**config.mk**
```make
export PLATFORM = sky130hd
export DESIGN_NAME = rename_table
export DESIGN_NICKNAME = d
export VERILOG_FILES = /design/src/ooo_pkg.sv /design/src/rename_table.sv
export SDC_FILE = /design/constraint.sdc
export NUM_CORES = 1
export LEC_CHECK = 0
export BUFFER_PORTS_ARGS = -buffer_cell sky130_fd_sc_hd__buf_2
export CAP_MARGIN = 5
export CORE_ASPECT_RATIO = 1.4
export CORE_MARGIN = 2
export CORE_UTILIZATION = 45
export CTS_BUF_LIST = sky130_fd_sc_hd__clkbuf_2
export CTS_CLUSTER_SIZE = 24
export DETAILED_ROUTE_END_ITERATION = 6
export PLACE_DENSITY = 0.59
export SLEW_MARGIN = 20
export SYNTH_ARGS = -nofsm -noshare
export SYNTH_HDL_FRONTEND = slang
export SYNTH_SLANG_ARGS = --single-unit
export TNS_END_PERCENT = 30
```
**constraint.sdc**
```tcl
create_clock -name clk -period 3.7 [get_ports clk]
set_clock_uncertainty 0.05 [all_clocks]
set_input_delay 0.74 -clock clk [delete_from_list [all_inputs] [get_ports clk]]
set_output_delay 0.74 -clock clk [all_outputs]
set_load 0.01 [all_outputs]
```
**src/ooo_pkg.sv**
```systemverilog
`default_nettype none

package ooo_pkg;

    localparam int XLEN          = 32;
    localparam int NUM_ARCH_REGS = 32;
    localparam int ROB_DEPTH     = 8;  // reservation station uses the same depth

    localparam int REG_W   = $clog2(NUM_ARCH_REGS);
    localparam int TAG_W   = $clog2(ROB_DEPTH);
    localparam int SHAMT_W = $clog2(XLEN);  // shifts use the low bits of b

    typedef logic [XLEN-1:0]  data_t;
    typedef logic [REG_W-1:0] arch_reg_t;
    typedef logic [TAG_W-1:0] rob_tag_t;
    typedef logic [TAG_W:0]   rob_cnt_t;  // occupancy, 0 to ROB_DEPTH

    typedef enum logic [2:0] {
        ALU_ADD = 3'd0,
        ALU_SUB = 3'd1,
        ALU_AND = 3'd2,
        ALU_OR  = 3'd3,
        ALU_XOR = 3'd4,
        ALU_SLL = 3'd5,
        ALU_SRL = 3'd6,
        ALU_SLT = 3'd7   // signed compare, 1 or 0
    } alu_op_t;

endpackage

`default_nettype wire

```
**src/rename_table.sv**
```systemverilog
`default_nettype none

module rename_table (
    input  logic               clk,
    input  logic               arst_n,
    input  logic               dispatch_valid,
    input  ooo_pkg::arch_reg_t dispatch_rd,
    input  ooo_pkg::rob_tag_t  alloc_tag,
    input  ooo_pkg::arch_reg_t rs1,
    input  ooo_pkg::arch_reg_t rs2,
    input  logic               commit_valid,
    input  ooo_pkg::arch_reg_t commit_rd,
    input  ooo_pkg::rob_tag_t  commit_tag,
    output logic               rs1_busy,
    output ooo_pkg::rob_tag_t  rs1_tag,
    output logic               rs2_busy,
    output ooo_pkg::rob_tag_t  rs2_tag
);
    import ooo_pkg::*;

    logic [NUM_ARCH_REGS-1:0] busy_q;
    rob_tag_t                 tag_q [NUM_ARCH_REGS];
    logic                     rename_rd;
    logic                     clear_rd;

    assign rename_rd = dispatch_valid && (dispatch_rd != '0);  // x0 never renamed

    // only the newest producer may release the mapping
    assign clear_rd = commit_valid && busy_q[commit_rd] && (tag_q[commit_rd] == commit_tag)
                      && !(rename_rd && (dispatch_rd == commit_rd));

    always_ff @(posedge clk or negedge arst_n) begin
        if (!arst_n) begin
            busy_q <= '0;
        end else begin
            if (clear_rd) busy_q[commit_rd] <= 1'b0;
            if (rename_rd) busy_q[dispatch_rd] <= 1'b1;
        end
    end

    always_ff @(posedge clk) begin
        if (rename_rd) tag_q[dispatch_rd] <= alloc_tag;
    end

    assign rs1_busy = busy_q[rs1];
    assign rs1_tag  = tag_q[rs1];
    assign rs2_busy = busy_q[rs2];
    assign rs2_tag  = tag_q[rs2];

endmodule

`default_nettype wire

```
# Word level (Yosys, flattened, before mapping)
# Memory sizes are Yosys's and may differ from the RTL's.
# Index checks and enable logic that the tools add are counted.
# totals
regBits,32
latchBits,0
mem_bits_rw,96
rom_bits,0
out_inout_bits,8
mem_count,1
# mem_list
memory,words,word_bits,rd,rd_ports_with_merged_regs,wr,line_no,rtl
tag_q,32,3,3,0,1,rename_table.sv:22,rob_tag_t tag_q [NUM_ARCH_REGS];
# classes
n_addsub,0
multipliers,0
div_mod_pow,0
magnitude_cmp,6
n_eq_ne,2
shifts,0
n_mux,14
bitwise_logic,3
n_reduce_logical,9
# ops
cell,count
32-bit 2-to-1 mux,2
32-bit AND,1
32-bit inverter,1
32-bit bitwise OR,1
"5-bit by 6-bit < comparator with 1-bit output, second input constant",4
1-bit binary-select mux with 5-bit select,3
1-bit demux with 5-bit select,2
"5-bit by 1-bit >= comparator with 1-bit output, second input constant",2
1-bit logical AND,7
1-bit 2-to-1 mux,7
5-bit equality test,1
5-bit nonzero test,1
3-bit equality test,1
1-bit logical NOT,1

# Depth between registers and ports, before layout
# Gate-level depths: netlist (run 1).
# logic_depth
depth_word,9
ltp_mapped,11

# Worst setup path after synthesis (run 1)
# OpenSTA, ideal clock, no wires.
# synth_timing
kind,in2out
start,in rs1[0]
end,out rs1_tag[0]
arrival_time_ns,2.804
path_slack_ns,0.106
cell_stages,5
path_cell_list,clkbuf_1 -> buf_1 -> mux4_2 -> mux4_2 -> mux2_2
# synth_between
elab_chain_len,1
# synth_rtl
item,line_no,rtl
"start, declared",rename_table.sv:9,"input ooo_pkg::arch_reg_t rs1,"
memory read 32 x 3 bit,-,
"end, declared",rename_table.sv:15,"output ooo_pkg::rob_tag_t rs1_tag,"
# No other way between the ends.

==> impl_metrics.csv, run 1 <==
group,metric,value,unit
run_status,run_status,"completed",
floorplan,chipHeight,158.5,um
placed_design,gp_congestion,1.005,
grt,grt.total_usage,26.41,%
clocking,number_of_clock_buffers_inserted_by_tritoncts,17,
clocking,clockRootBuffer,"sky130_fd_sc_hd__clkbuf_2",
finish,area_growth_syn_to_layout,10.30,%
finish,final_util,50.55,%
route,drt-vias-per-instance,6.713,
placed_design,hpwl,17.24,mm
power,power.leakage,3.027,nW
floorplan,die_width,114.4,um
floorplan,area_enclosed_by_the_die_boundary,0.01813,mm2
clocking,number_of_buffers_added_to_fix_hold_violations_after_cts,1,
sta,layout_worst_path_cycle_share,92.26,%
grt,gr-total-overflow,0,
setup_path,worstSetupEndpointType,"output pin",
route,post_route_wl,22.86,mm
route,initialDrtViolationCount,463,
setup_path,timing.critical_path.cells,"mux4_2 -> mux4_2 -> mux2_2 -> buf_2",
synth,ys_seq_elements,128,
floorplan,initial_core_util,45.82,%
finish,final_net_count,621,
finish,layout.cells.most_common_list,"sky130_fd_sc_hd__edfxtp_1 (96), sky130_fd_sc_hd__nor2_1 (88), sky130_fd_sc_hd__mux4_2 (80)",
clocking,cts_htree_levels,4,
sta,rsz0062_at_grt,"no",
power,vdd_ir_drop_max,185.8,uV
setup_path,crit_path_max_incr_delay,0.50,ns
route,postRouteAntennaNets,0,
sta,maxSlewHeadroom,36.17,%
synth,ys_dominant_reg_cell,"sky130_fd_sc_hd__edfxtp_1",
power,cellPowerDensity,400.9,mW/mm2
clocking,clock_latency,0.71,ns
power,power.total,3.394,mW
power,power.share.combinational,20.1,%
clocking,postCtsSetupBuffers,0,
setup_path,critPathSlowestCell,"sky130_fd_sc_hd__mux4_2",
synth,ys_types,39,
grt,grt_start_max_net_pins,33,
route,vias,5424,
power,internal_power,2.374,mW
setup_path,critical_path_required,2.91,ns
floorplan,placeableCoreArea,0.01675,mm2
sta,timing_hold_violations_final,0,
sta,timing_worst_slew_pin_value,0.9501,ns
power,p_sw,1.019,mW
finish,drive_gt1_share,30.30,%
synth,synth-seq-area-share,48.00,%
clocking,clkSlewWorstSetupHoldPaths,0.22,ns
synth,synth_enable_flop_cells,96,
setup_path,worst_path_most_repeated_cell,"sky130_fd_sc_hd__mux4_2",
synth,synthArstFlopShare,25.00,%
synth,synth_area,0.007674,mm2
synth,yosys_warns,0,
route,drc,0,
power,power.share.clock,28.6,%
clocking,clkSinkCount,128,
finish,mostFrequentLayoutCell,"sky130_fd_sc_hd__edfxtp_1",
synth,post_synth_inst_count,554,
sta,max_clock_freq,292.9,MHz
power,power.share.sequential,51.3,%
hold_path,timing.hold.worst.class,"input pin to register",
sta,slew_viol_final,0,
job,max-cap-violations,0,
route,post_drt_wl_per_cell,28.29,um
sta,setup-tns-final,0,ns
grt,grt_antenna_before_repair,1,
floorplan,pin_count,38,
placed_design,io_buffers,37,
clocking,cts_buffer_depth,2,
sta,finalWorstPathRequiredPeriod,3.414,ns
sta,setup_viol_count_final,0,
floorplan,core_rows,56,
power,sw_frac_of_total,30.04,%
grt,vias_in_the_first_global_route,5286,
route,detail_route.first_pass.iterations,5,
clocking,cts_resized,0,
finish,fin_cells,808,
synth,postSynthAreaPerCell,13.85,um2
grt,grt_first_pass_wirelength,33.65,mm
setup_path,category_of_the_critical_setup_timing_path,"register to output pin",
sta,final.hold.worst_slack,0.4871,ns
setup_path,setup.worst_path.start_class,"register",
clocking,cts_tree,"built",
setup_path,worst-path-max-fanout,3,
placed_design,placedCellCount,774,
setup_path,critPathArrivalTime,2.62,ns
-- logic make-up (layout without fill, tap and decap cells) --
logic type / count (synthesis) / count (layout) / synth area share (%)
compound gates: 68 / 68 / 5.103
xor+xnor: 6 / 6 / 0.6848
buf+inv: 42 / 90 / 2.380
flops: 128 / 128 / 48.00
mux: 152 / 152 / 33.00
other cells: 1 / 4 / 0.04887
simple gates: 157 / 157 / 10.78
-- critical path: cells and delay by family (launching register included) --
kind	cells	cell delay, ns
DFF	1	0.47
muxes	3	1.29
buffers and inverters	1	0.15
-- final cells by class --
cell class	instances	area (um2)
clock inverter	14	178.9
sequential	128	3684
inverter	2	7.507
antenna	1	2.502
multi-input combinational	386	3815
fill	1400	8282
timing repair buffer	56	432.9
tap	203	254.0
clock buffer	18	90.09
-- worst paths after layout --
check | slack (ns) | startpoint | end | cells past startpoint
max in group asynchronous | 2.55 | arst_n | busy_q[23] | 2
setup / recovery | 0.29 | tag_q[28][0] | rs2_tag[0] | 4
hold / removal | 0.49 | alloc_tag[2] | tag_q[16][2] | 1
hold reg to reg | 0.55 | busy_q[0] | busy_q[0] | 1
min in group asynchronous | 0.54 | arst_n | busy_q[9] | 2
setup reg to reg | 0.96 | tag_q[4][2] | busy_q[3] | 7
-- synth_stat cells (8+ instances only) --
cell type / n / share of area [%]
sky130_fd_sc_hd__mux2i_1: 64 / 8.3
sky130_fd_sc_hd__edfxtp_1: 96 / 38
sky130_fd_sc_hd__buf_2: 11 / 0.72
sky130_fd_sc_hd__dfrtp_1: 32 / 10
sky130_fd_sc_hd__clkbuf_1: 18 / 0.88
sky130_fd_sc_hd__buf_1: 8 / 0.39
sky130_fd_sc_hd__mux4_2: 80 / 23
sky130_fd_sc_hd__nor2_1: 88 / 4.3
sky130_fd_sc_hd__mux2_2: 8 / 1.2
sky130_fd_sc_hd__nand2_1: 11 / 0.54
sky130_fd_sc_hd__nor4_1: 9 / 0.73
sky130_fd_sc_hd__a21oi_1: 32 / 2.1
sky130_fd_sc_hd__o22ai_1: 32 / 2.6
-- per-layer routing --
layer	track usage [%]	up-vias	part of all wire (%)
met5	0	-	0
met2	45.55	268	52
met1	33.51	2793	39
li1	-	2320	-
met3	4.263	43	6.2
met4	10.34	0	3.3
-- sequential cells by signal, indices dropped and copies added (netlist names) --
signal / flops
tag_q: 96
busy_q: 32
-- metrics by stage --
| step | setup slack [ns] | instance area, um2 |
|---|---|---|
| CTS | 0.2387 | 8462 |
| floorplan | 0.1060 | 7681 |
| global placement | 0.3192 | 8183 |
| global route | 0.1888 | 8464 |
| finish | 0.2863 | 8464 |
| detailed placement | 0.2401 | 8183 |
-- power by group through the flow --
stage	Sequential, mW	Combinational [mW]	Clock [mW]
final	1.74	0.683	0.971
after global routing	1.76	0.728	1.04
after CTS	1.74	0.685	0.980
after detailed placement	1.77	0.683	0
after global placement	1.76	0.675	0
after floorplan	1.73	0.475	0
Note: power is estimated with default switching activity, not from simulation.
==> inputs of run 2 (changes only) <==
--- a/config.mk
+++ b/config.mk
@@ -13,7 +13,8 @@
 export CTS_BUF_LIST = sky130_fd_sc_hd__clkbuf_2
 export CTS_CLUSTER_SIZE = 24
 export DETAILED_ROUTE_END_ITERATION = 6
-export PLACE_DENSITY = 0.59
+export PLACE_DENSITY = 0.61
+export REMOVE_ABC_BUFFERS = 1
 export SLEW_MARGIN = 20
 export SYNTH_ARGS = -nofsm -noshare
 export SYNTH_HDL_FRONTEND = slang
==> constraint.sdc (replaced) <==
create_clock -name clk -period 2.8 [get_ports clk]
set_clock_uncertainty 0.05 [all_clocks]
set_input_delay 0.56 -clock clk [delete_from_list [all_inputs] [get_ports clk]]
set_output_delay 0.56 -clock clk [all_outputs]
set_load 0.01 [all_outputs]
==> run 2 against run 1 <==
  * Global-route usage is 1.1 points higher
  * Non-clock buffer count is 63 higher
  * Clock-buffer cell count stayed put
  * Sequential power is 32% higher
  * Utilization is 3.1 points higher
  * Sequential share of layout area is 2.5 points lower
  * Critical path depth stayed put
  * Combinational power is 51% higher
  * Sequential cell count stayed put
  * Die area stayed put
  * Largest cell class unchanged
  * The flow now finishes with violations (negative setup slack)
==> impl_metrics.csv, run 2 (synthesis gave the netlist of run 1 again) <==
group,metric,value,unit
route,drc,0,
sta,timing_worst_slew_pin_value,0.7916,ns
route,drt-vias-per-instance,6.454,
setup_path,crit_path_max_incr_delay,0.51,ns
power,vdd_ir_drop_max,189.4,uV
sta,rsz0062_at_grt,"yes",
hold_path,hold_start,"alloc_tag[0]",
clocking,cts_htree_levels,4,
floorplan,initial_core_util,45.82,%
finish,fillers,1428,
run_status,run_status,"complete, but fails checks",
route,post_route_wl,24.03,mm
clocking,number_of_clock_buffers_inserted_by_tritoncts,17,
sta,slew_viol_final,0,
finish,drive_gt1_share,36.34,%
sta,maxSlewHeadroom,47.05,%
setup_path,worst-path-max-fanout,3,
setup_path,category_of_the_critical_setup_timing_path,"register to output pin",
placed_design,placedCellCount,832,
route,initialDrtViolationCount,584,
finish,largest_register,"tag_q",
setup_path,worst_r2r_path_depth,8,
hold_path,hold_path_depth,1,
placed_design,gp_congestion,0.9386,
clocking,clkSlewWorstSetupHoldPaths,0.21,ns
hold_path,timing.hold.worst.class,"input pin to register",
run_status,violations_in_the_final_reports,"negative setup slack",
route,vias,5615,
power,cellPowerDensity,490.4,mW/mm2
clocking,clockRootBuffer,"sky130_fd_sc_hd__clkbuf_2",
finish,area_growth_syn_to_layout,17.14,%
setup_path,worst_path_most_repeated_cell,"sky130_fd_sc_hd__mux4_2",
setup_path,critPathArrivalTime,2.58,ns
clocking,clkSinkCount,128,
floorplan,die_width,114.4,um
hold_path,hold_end,"tag_q[4][0]",
sta,timing_hold_violations_final,0,
finish,mostFrequentLayoutCell,"sky130_fd_sc_hd__edfxtp_1",
clocking,clock_latency,0.70,ns
sta,layout_setup_ws,-0.3920,ns
floorplan,placeableCoreArea,0.01675,mm2
job,max-cap-violations,0,
grt,vias_in_the_first_global_route,5631,
setup_path,setup.worst_path.start_class,"register",
finish,final_net_count,684,
setup_path,critPathSlowestCell,"sky130_fd_sc_hd__mux4_2",
setup_path,r2r-end,"busy_q[24]",
placed_design,hpwl,18.63,mm
sta,finalWorstPathRequiredPeriod,3.192,ns
setup_path,critical_path_required,2.19,ns
grt,gr-total-overflow,0,
placed_design,pre_cts_slack,-0.4491,ns
clocking,cts_tree,"built",
sta,layout_worst_path_cycle_share,114.0,%
clocking,cts_buffer_depth,2,
finish,top_regs,"tag_q (96), busy_q (32)",
power,power.leakage,3.361,nW
floorplan,core_rows,56,
grt,grt_start_max_net_pins,33,
setup_path,worstSetupEndpointType,"output pin",
sta,setup_viol_count_final,8,
floorplan,chipHeight,158.5,um
setup_path,timing.critical_path.cells,"mux4_2 -> mux4_2 -> mux2_4 -> buf_6",
sta,max_clock_freq,313.3,MHz
setup_path,crit-reg2reg-launch,"tag_q[26][0]",
grt,grt_first_pass_wirelength,35.10,mm
grt,grt_antenna_before_repair,1,
floorplan,area_enclosed_by_the_die_boundary,0.01813,mm2
finish,fin_cells,870,
route,postRouteAntennaNets,0,
route,detail_route.first_pass.iterations,6,
floorplan,pin_count,38,
finish,largest_reg_flops,96,
finish,layout.cells.most_common_list,"sky130_fd_sc_hd__edfxtp_1 (96), sky130_fd_sc_hd__nor2_1 (88), sky130_fd_sc_hd__mux4_2 (80)",
route,post_drt_wl_per_cell,27.62,um
placed_design,io_buffers,37,
setup_path,rrSetupSlack,0.14,ns
grt,grt.total_usage,27.48,%
run 2: cell types whose count changed in the layout (fill, tap and decap cells not counted):
| cell | delta |
|---|---|
| sky130_fd_sc_hd__bufinv_16 | -1 |
| sky130_fd_sc_hd__inv_6 | -6 |
| sky130_fd_sc_hd__buf_12 | +3 |
| sky130_fd_sc_hd__buf_2 | -7 |
| sky130_fd_sc_hd__mux2_4 | +7 |
| sky130_fd_sc_hd__clkinv_2 | +3 |
| sky130_fd_sc_hd__buf_4 | +60 |
| sky130_fd_sc_hd__buf_6 | +7 |
| sky130_fd_sc_hd__mux2_2 | -7 |
| sky130_fd_sc_hd__clkinv_1 | +3 |
run 2: metal layers:
layer / routed length [um] / up-vias / share of wire, % / GRT usage, %
met3: 1723 / 46 / 7.2 / 3.959
li1: - / 2429 / - / -
met4: 701 / 0 / 2.9 / 9.698
met1: 9102 / 2861 / 38 / 35.00
met2: 12500 / 279 / 52 / 48.10
met5: 0 / - / 0 / 0
run 2: repair_timing:
action	CTS	global route
resized for setup	14	0
buffers inserted	4	1
hold buffers	1	0
setup endpoints to repair	8	8
endpoints found under the hold margin	32	0
run 2: worst max-delay path, delay by kind of cell, from the launching register on:
family	cells	cell delay, ns
buffers and inverters	1	0.12
multiplexers	3	1.32
flip-flops	1	0.45
run 2: worst max-delay path by stage:
stage	startpoint	to	cells after the start
2_1_floorplan	commit_rd[0]	busy_q[12]	7
3_3_place_gp	commit_rd[1]	busy_q[16]	10
3_5_place_dp	commit_rd[4]	busy_q[5]	10
4_1_cts	busy_q[15]	rs2_busy	4
5_1_grt	busy_q[15]	rs2_busy	4
6_report	tag_q[19][1]	rs1_tag[1]	4
run 2: cell type report:
class                           instances  area (um2)  share of cell area [%]
Sequential cell                       128        3684                   40.98
Tap cell                              203       254.0                   2.826
Timing Repair Buffer                  119       987.2                   10.98
Multi-Input combinational cell        386        3841                   42.73
Antenna cell                            1       2.502                 0.02784
Clock buffer                           18       90.09                   1.002
Inverter                                2       7.507                 0.08352
Clock inverter                         13       122.6                   1.364
run 2: metrics by stage:
stage / hold slack, ns / power (mW) / TNS [ns] / utilization (%) / instance area [um2]
3_3_place_gp: 0.4959 / 3.271 / -14.81 / 51.69 / 8656
2_1_floorplan: 0.2144 / 2.837 / 0 / - / 7506
4_1_cts: 0.2729 / 4.408 / -3.345 / 53.62 / 8979
3_5_place_dp: 0.5072 / 3.305 / -15.59 / 51.69 / 8656
6_report: 0.3129 / 4.408 / -2.979 / 53.68 / 8989
5_1_grt: 0.2907 / 4.554 / -3.574 / 53.68 / 8989
run 2: power breakdown:
part	switching, mW	internal (mW)
Sequential	0.128	2.17
Combinational	0.488	0.540
Clock	0.690	0.392
==> inputs of run 3 (changes only) <==
--- a/config.mk
+++ b/config.mk
@@ -10,7 +10,7 @@
 export CORE_ASPECT_RATIO = 1.4
 export CORE_MARGIN = 2
 export CORE_UTILIZATION = 45
-export CTS_BUF_LIST = sky130_fd_sc_hd__clkbuf_2
+export CTS_BUF_LIST = sky130_fd_sc_hd__clkbuf_16
 export CTS_CLUSTER_SIZE = 24
 export DETAILED_ROUTE_END_ITERATION = 6
 export PLACE_DENSITY = 0.61
==> run 3 against run 2 <==
  * The flow still finishes with violations (negative setup slack)
  * First-iteration DRC count increased by 1.7%
  * Utilization increased by 3.6 points
  * Total power increased by 24%
  * Clock power increased by 94%
  * Combinational power increased by 5%
  * Maximum frequency increased by 8.4%
  * Cell area increased by 6.8%
  * Cell count increased by 0.46%
  * Sequential share of layout area decreased by 2.6 points
  * Sequential power about the same
==> impl_metrics.csv, run 3 (synthesis gave the netlist of run 1 again) <==
group,metric,value,unit
run_status,run_status,"complete, but fails checks",
run_status,violations_in_the_final_reports,"negative setup slack",
sta,finalWorstPathRequiredPeriod,2.946,ns
route,detail_route.first_pass.iterations,5,
setup_path,crit_start,"rs2[0]",
floorplan,core_rows,56,
finish,top_regs,"tag_q (96), busy_q (32)",
setup_path,timing.critical_path.cells,"buf_12 -> buf_12 -> buf_12 -> mux4_2 -> mux4_2 -> mux2_4 -> buf_6",
power,vdd_ir_drop_max,284.0,uV
route,post_drt_wl_per_cell,28.79,um
sta,timing_hold_violations_final,0,
setup_path,worst-path-max-fanout,6,
setup_path,worstSetupEndpointType,"output pin",
sta,slew_viol_final,0,
sta,layout_worst_path_cycle_share,105.2,%
route,initialDrtViolationCount,594,
finish,largest_reg_flops,96,
grt,grt.total_usage,28.79,%
grt,grtUsageMet2,49.40,%
finish,antenna-diode-count,0,
floorplan,chipHeight,158.5,um
grt,gr-usage-met3,5.520,%
finish,fillers,1347,
grt,grt-busiest-layer,"met2",
grt,gr-total-overflow,0,
floorplan,placeableCoreArea,0.01675,mm2
setup_path,setup.worst_path.start_class,"input pin",
clocking,clkSinkCount,128,
grt,groute.layer.met1.usage,35.93,%
route,postRouteAntennaNets,0,
finish,final_util,57.31,%
power,power.total,5.470,mW
clocking,clock_latency,0.42,ns
sta,timing_worst_slew_pin_value,0.7664,ns
clocking,cts_buffer_depth,2,
placed_design,pre_cts_slack,-0.4491,ns
floorplan,pin_count,38,
placed_design,hpwl,18.63,mm
placed_design,io_buffers,37,
clocking,clockRootBuffer,"sky130_fd_sc_hd__clkbuf_16",
route,drc,0,
placed_design,placed_area,0.008656,mm2
setup_path,critPathArrivalTime,2.34,ns
clocking,cts_htree_levels,4,
hold_path,timing.hold.worst.class,"input pin to async pin",
finish,drive_gt1_share,39.20,%
finish,layout.cells.most_common_list,"sky130_fd_sc_hd__edfxtp_1 (96), sky130_fd_sc_hd__nor2_1 (88), sky130_fd_sc_hd__mux4_2 (80)",
sta,maxSlewHeadroom,48.91,%
grt,grt_start_max_net_pins,33,
sta,setup_viol_count_final,8,
floorplan,initial_core_util,45.82,%
placed_design,gp_congestion,0.9386,
route,vias,5737,
sta,max_clock_freq,339.5,MHz
finish,post_route_cell_area,0.009598,mm2
clocking,number_of_clock_buffers_inserted_by_tritoncts,17,
floorplan,area_enclosed_by_the_die_boundary,0.01813,mm2
clocking,clkSlewWorstSetupHoldPaths,0.06,ns
finish,area_growth_syn_to_layout,25.08,%
sta,layout_setup_ws,-0.1459,ns
grt,vias_in_the_first_global_route,5765,
setup_path,crit-reg2reg-launch,"tag_q[31][2]",
setup_path,critPathSlowestCell,"sky130_fd_sc_hd__mux4_2",
grt,grt_first_pass_wirelength,36.49,mm
route,post_route_wl,25.16,mm
setup_path,category_of_the_critical_setup_timing_path,"input pin to output pin",
setup_path,worst_path_most_repeated_cell,"sky130_fd_sc_hd__buf_12",
finish,mostFrequentLayoutCell,"sky130_fd_sc_hd__edfxtp_1",
clocking,cts_tree,"built",
power,power.leakage,3.610,nW
finish,final_net_count,689,
grt,grt_antenna_before_repair,0,
sta,rsz0062_at_grt,"yes",
setup_path,crit_path_max_incr_delay,0.54,ns
finish,largest_register,"tag_q",
route,drt-vias-per-instance,6.564,
floorplan,die_width,114.4,um
setup_path,critical_path_required,2.19,ns
job,max-cap-violations,0,
power,cellPowerDensity,569.9,mW/mm2
clocking,number_of_buffers_added_to_fix_hold_violations_after_cts,0,
run 3: final cells by class:
cell class / instances / area (um2) / area share, %
tap: 203 / 254.0 / 2.646
sequential: 128 / 3684 / 38.38
clock buffer: 17 / 425.4 / 4.432
clock inverter: 14 / 126.4 / 1.317
inverter: 2 / 7.507 / 0.07822
multi-input combinational: 386 / 3929 / 40.93
timing repair buffer: 124 / 1172 / 12.21
run 3: worst paths after layout:
| path | endpoint | cells after the start | slack, ns |
|---|---|---|---|
| setup / recovery | rs2_tag[2] | 7 | -0.15 |
| hold / removal | busy_q[7] | 1 | 0.15 |
| setup reg to reg | busy_q[25] | 10 | 0.19 |
| hold reg to reg | busy_q[0] | 1 | 0.52 |
| max in group asynchronous | busy_q[18] | 1 | 2.04 |
| min in group clk | busy_q[0] | 1 | 0.52 |
run 3: through the flow:
| stage | hold WS, ns | TNS (ns) | std cells |
|---|---|---|---|
| floorplan | 0.2144 | 0 | 516 |
| global placement | 0.4959 | -14.81 | 832 |
| detailed placement | 0.5072 | -15.59 | 832 |
| CTS | 0.1674 | -1.017 | 872 |
| global route | 0.1813 | -1.139 | 874 |
| finish | 0.1531 | -1.029 | 874 |
run 3: worst max-delay path, delay by kind of cell:
| family | cells | cell delay (ns) |
|---|---|---|
| muxes | 3 | 1.30 |
| buffers and inverters | 4 | 0.47 |
run 3: what timing repair did:
| action | in CTS | in global routing |
|---|---|---|
| endpoints found under the hold margin | 0 | 0 |
| gates resized for setup | 34 | 19 |
| endpoints found under the setup margin | 33 | 40 |
| setup buffers | 6 | 3 |
| gates cloned | 3 | 0 |
| pin swaps | 0 | 1 |
run 3: metal layers:
layer,wire length [um],share of wire (%)
met4,975,3.9
met3,1721,6.8
met2,13000,52
met5,0,0
met1,9468,38
run 3: report_power, final:
part	leakage [nW]	switching [mW]	internal, mW
clock network	0.268	0.805	1.28
registers	1.24	0.132	2.18
logic	2.11	0.508	0.568
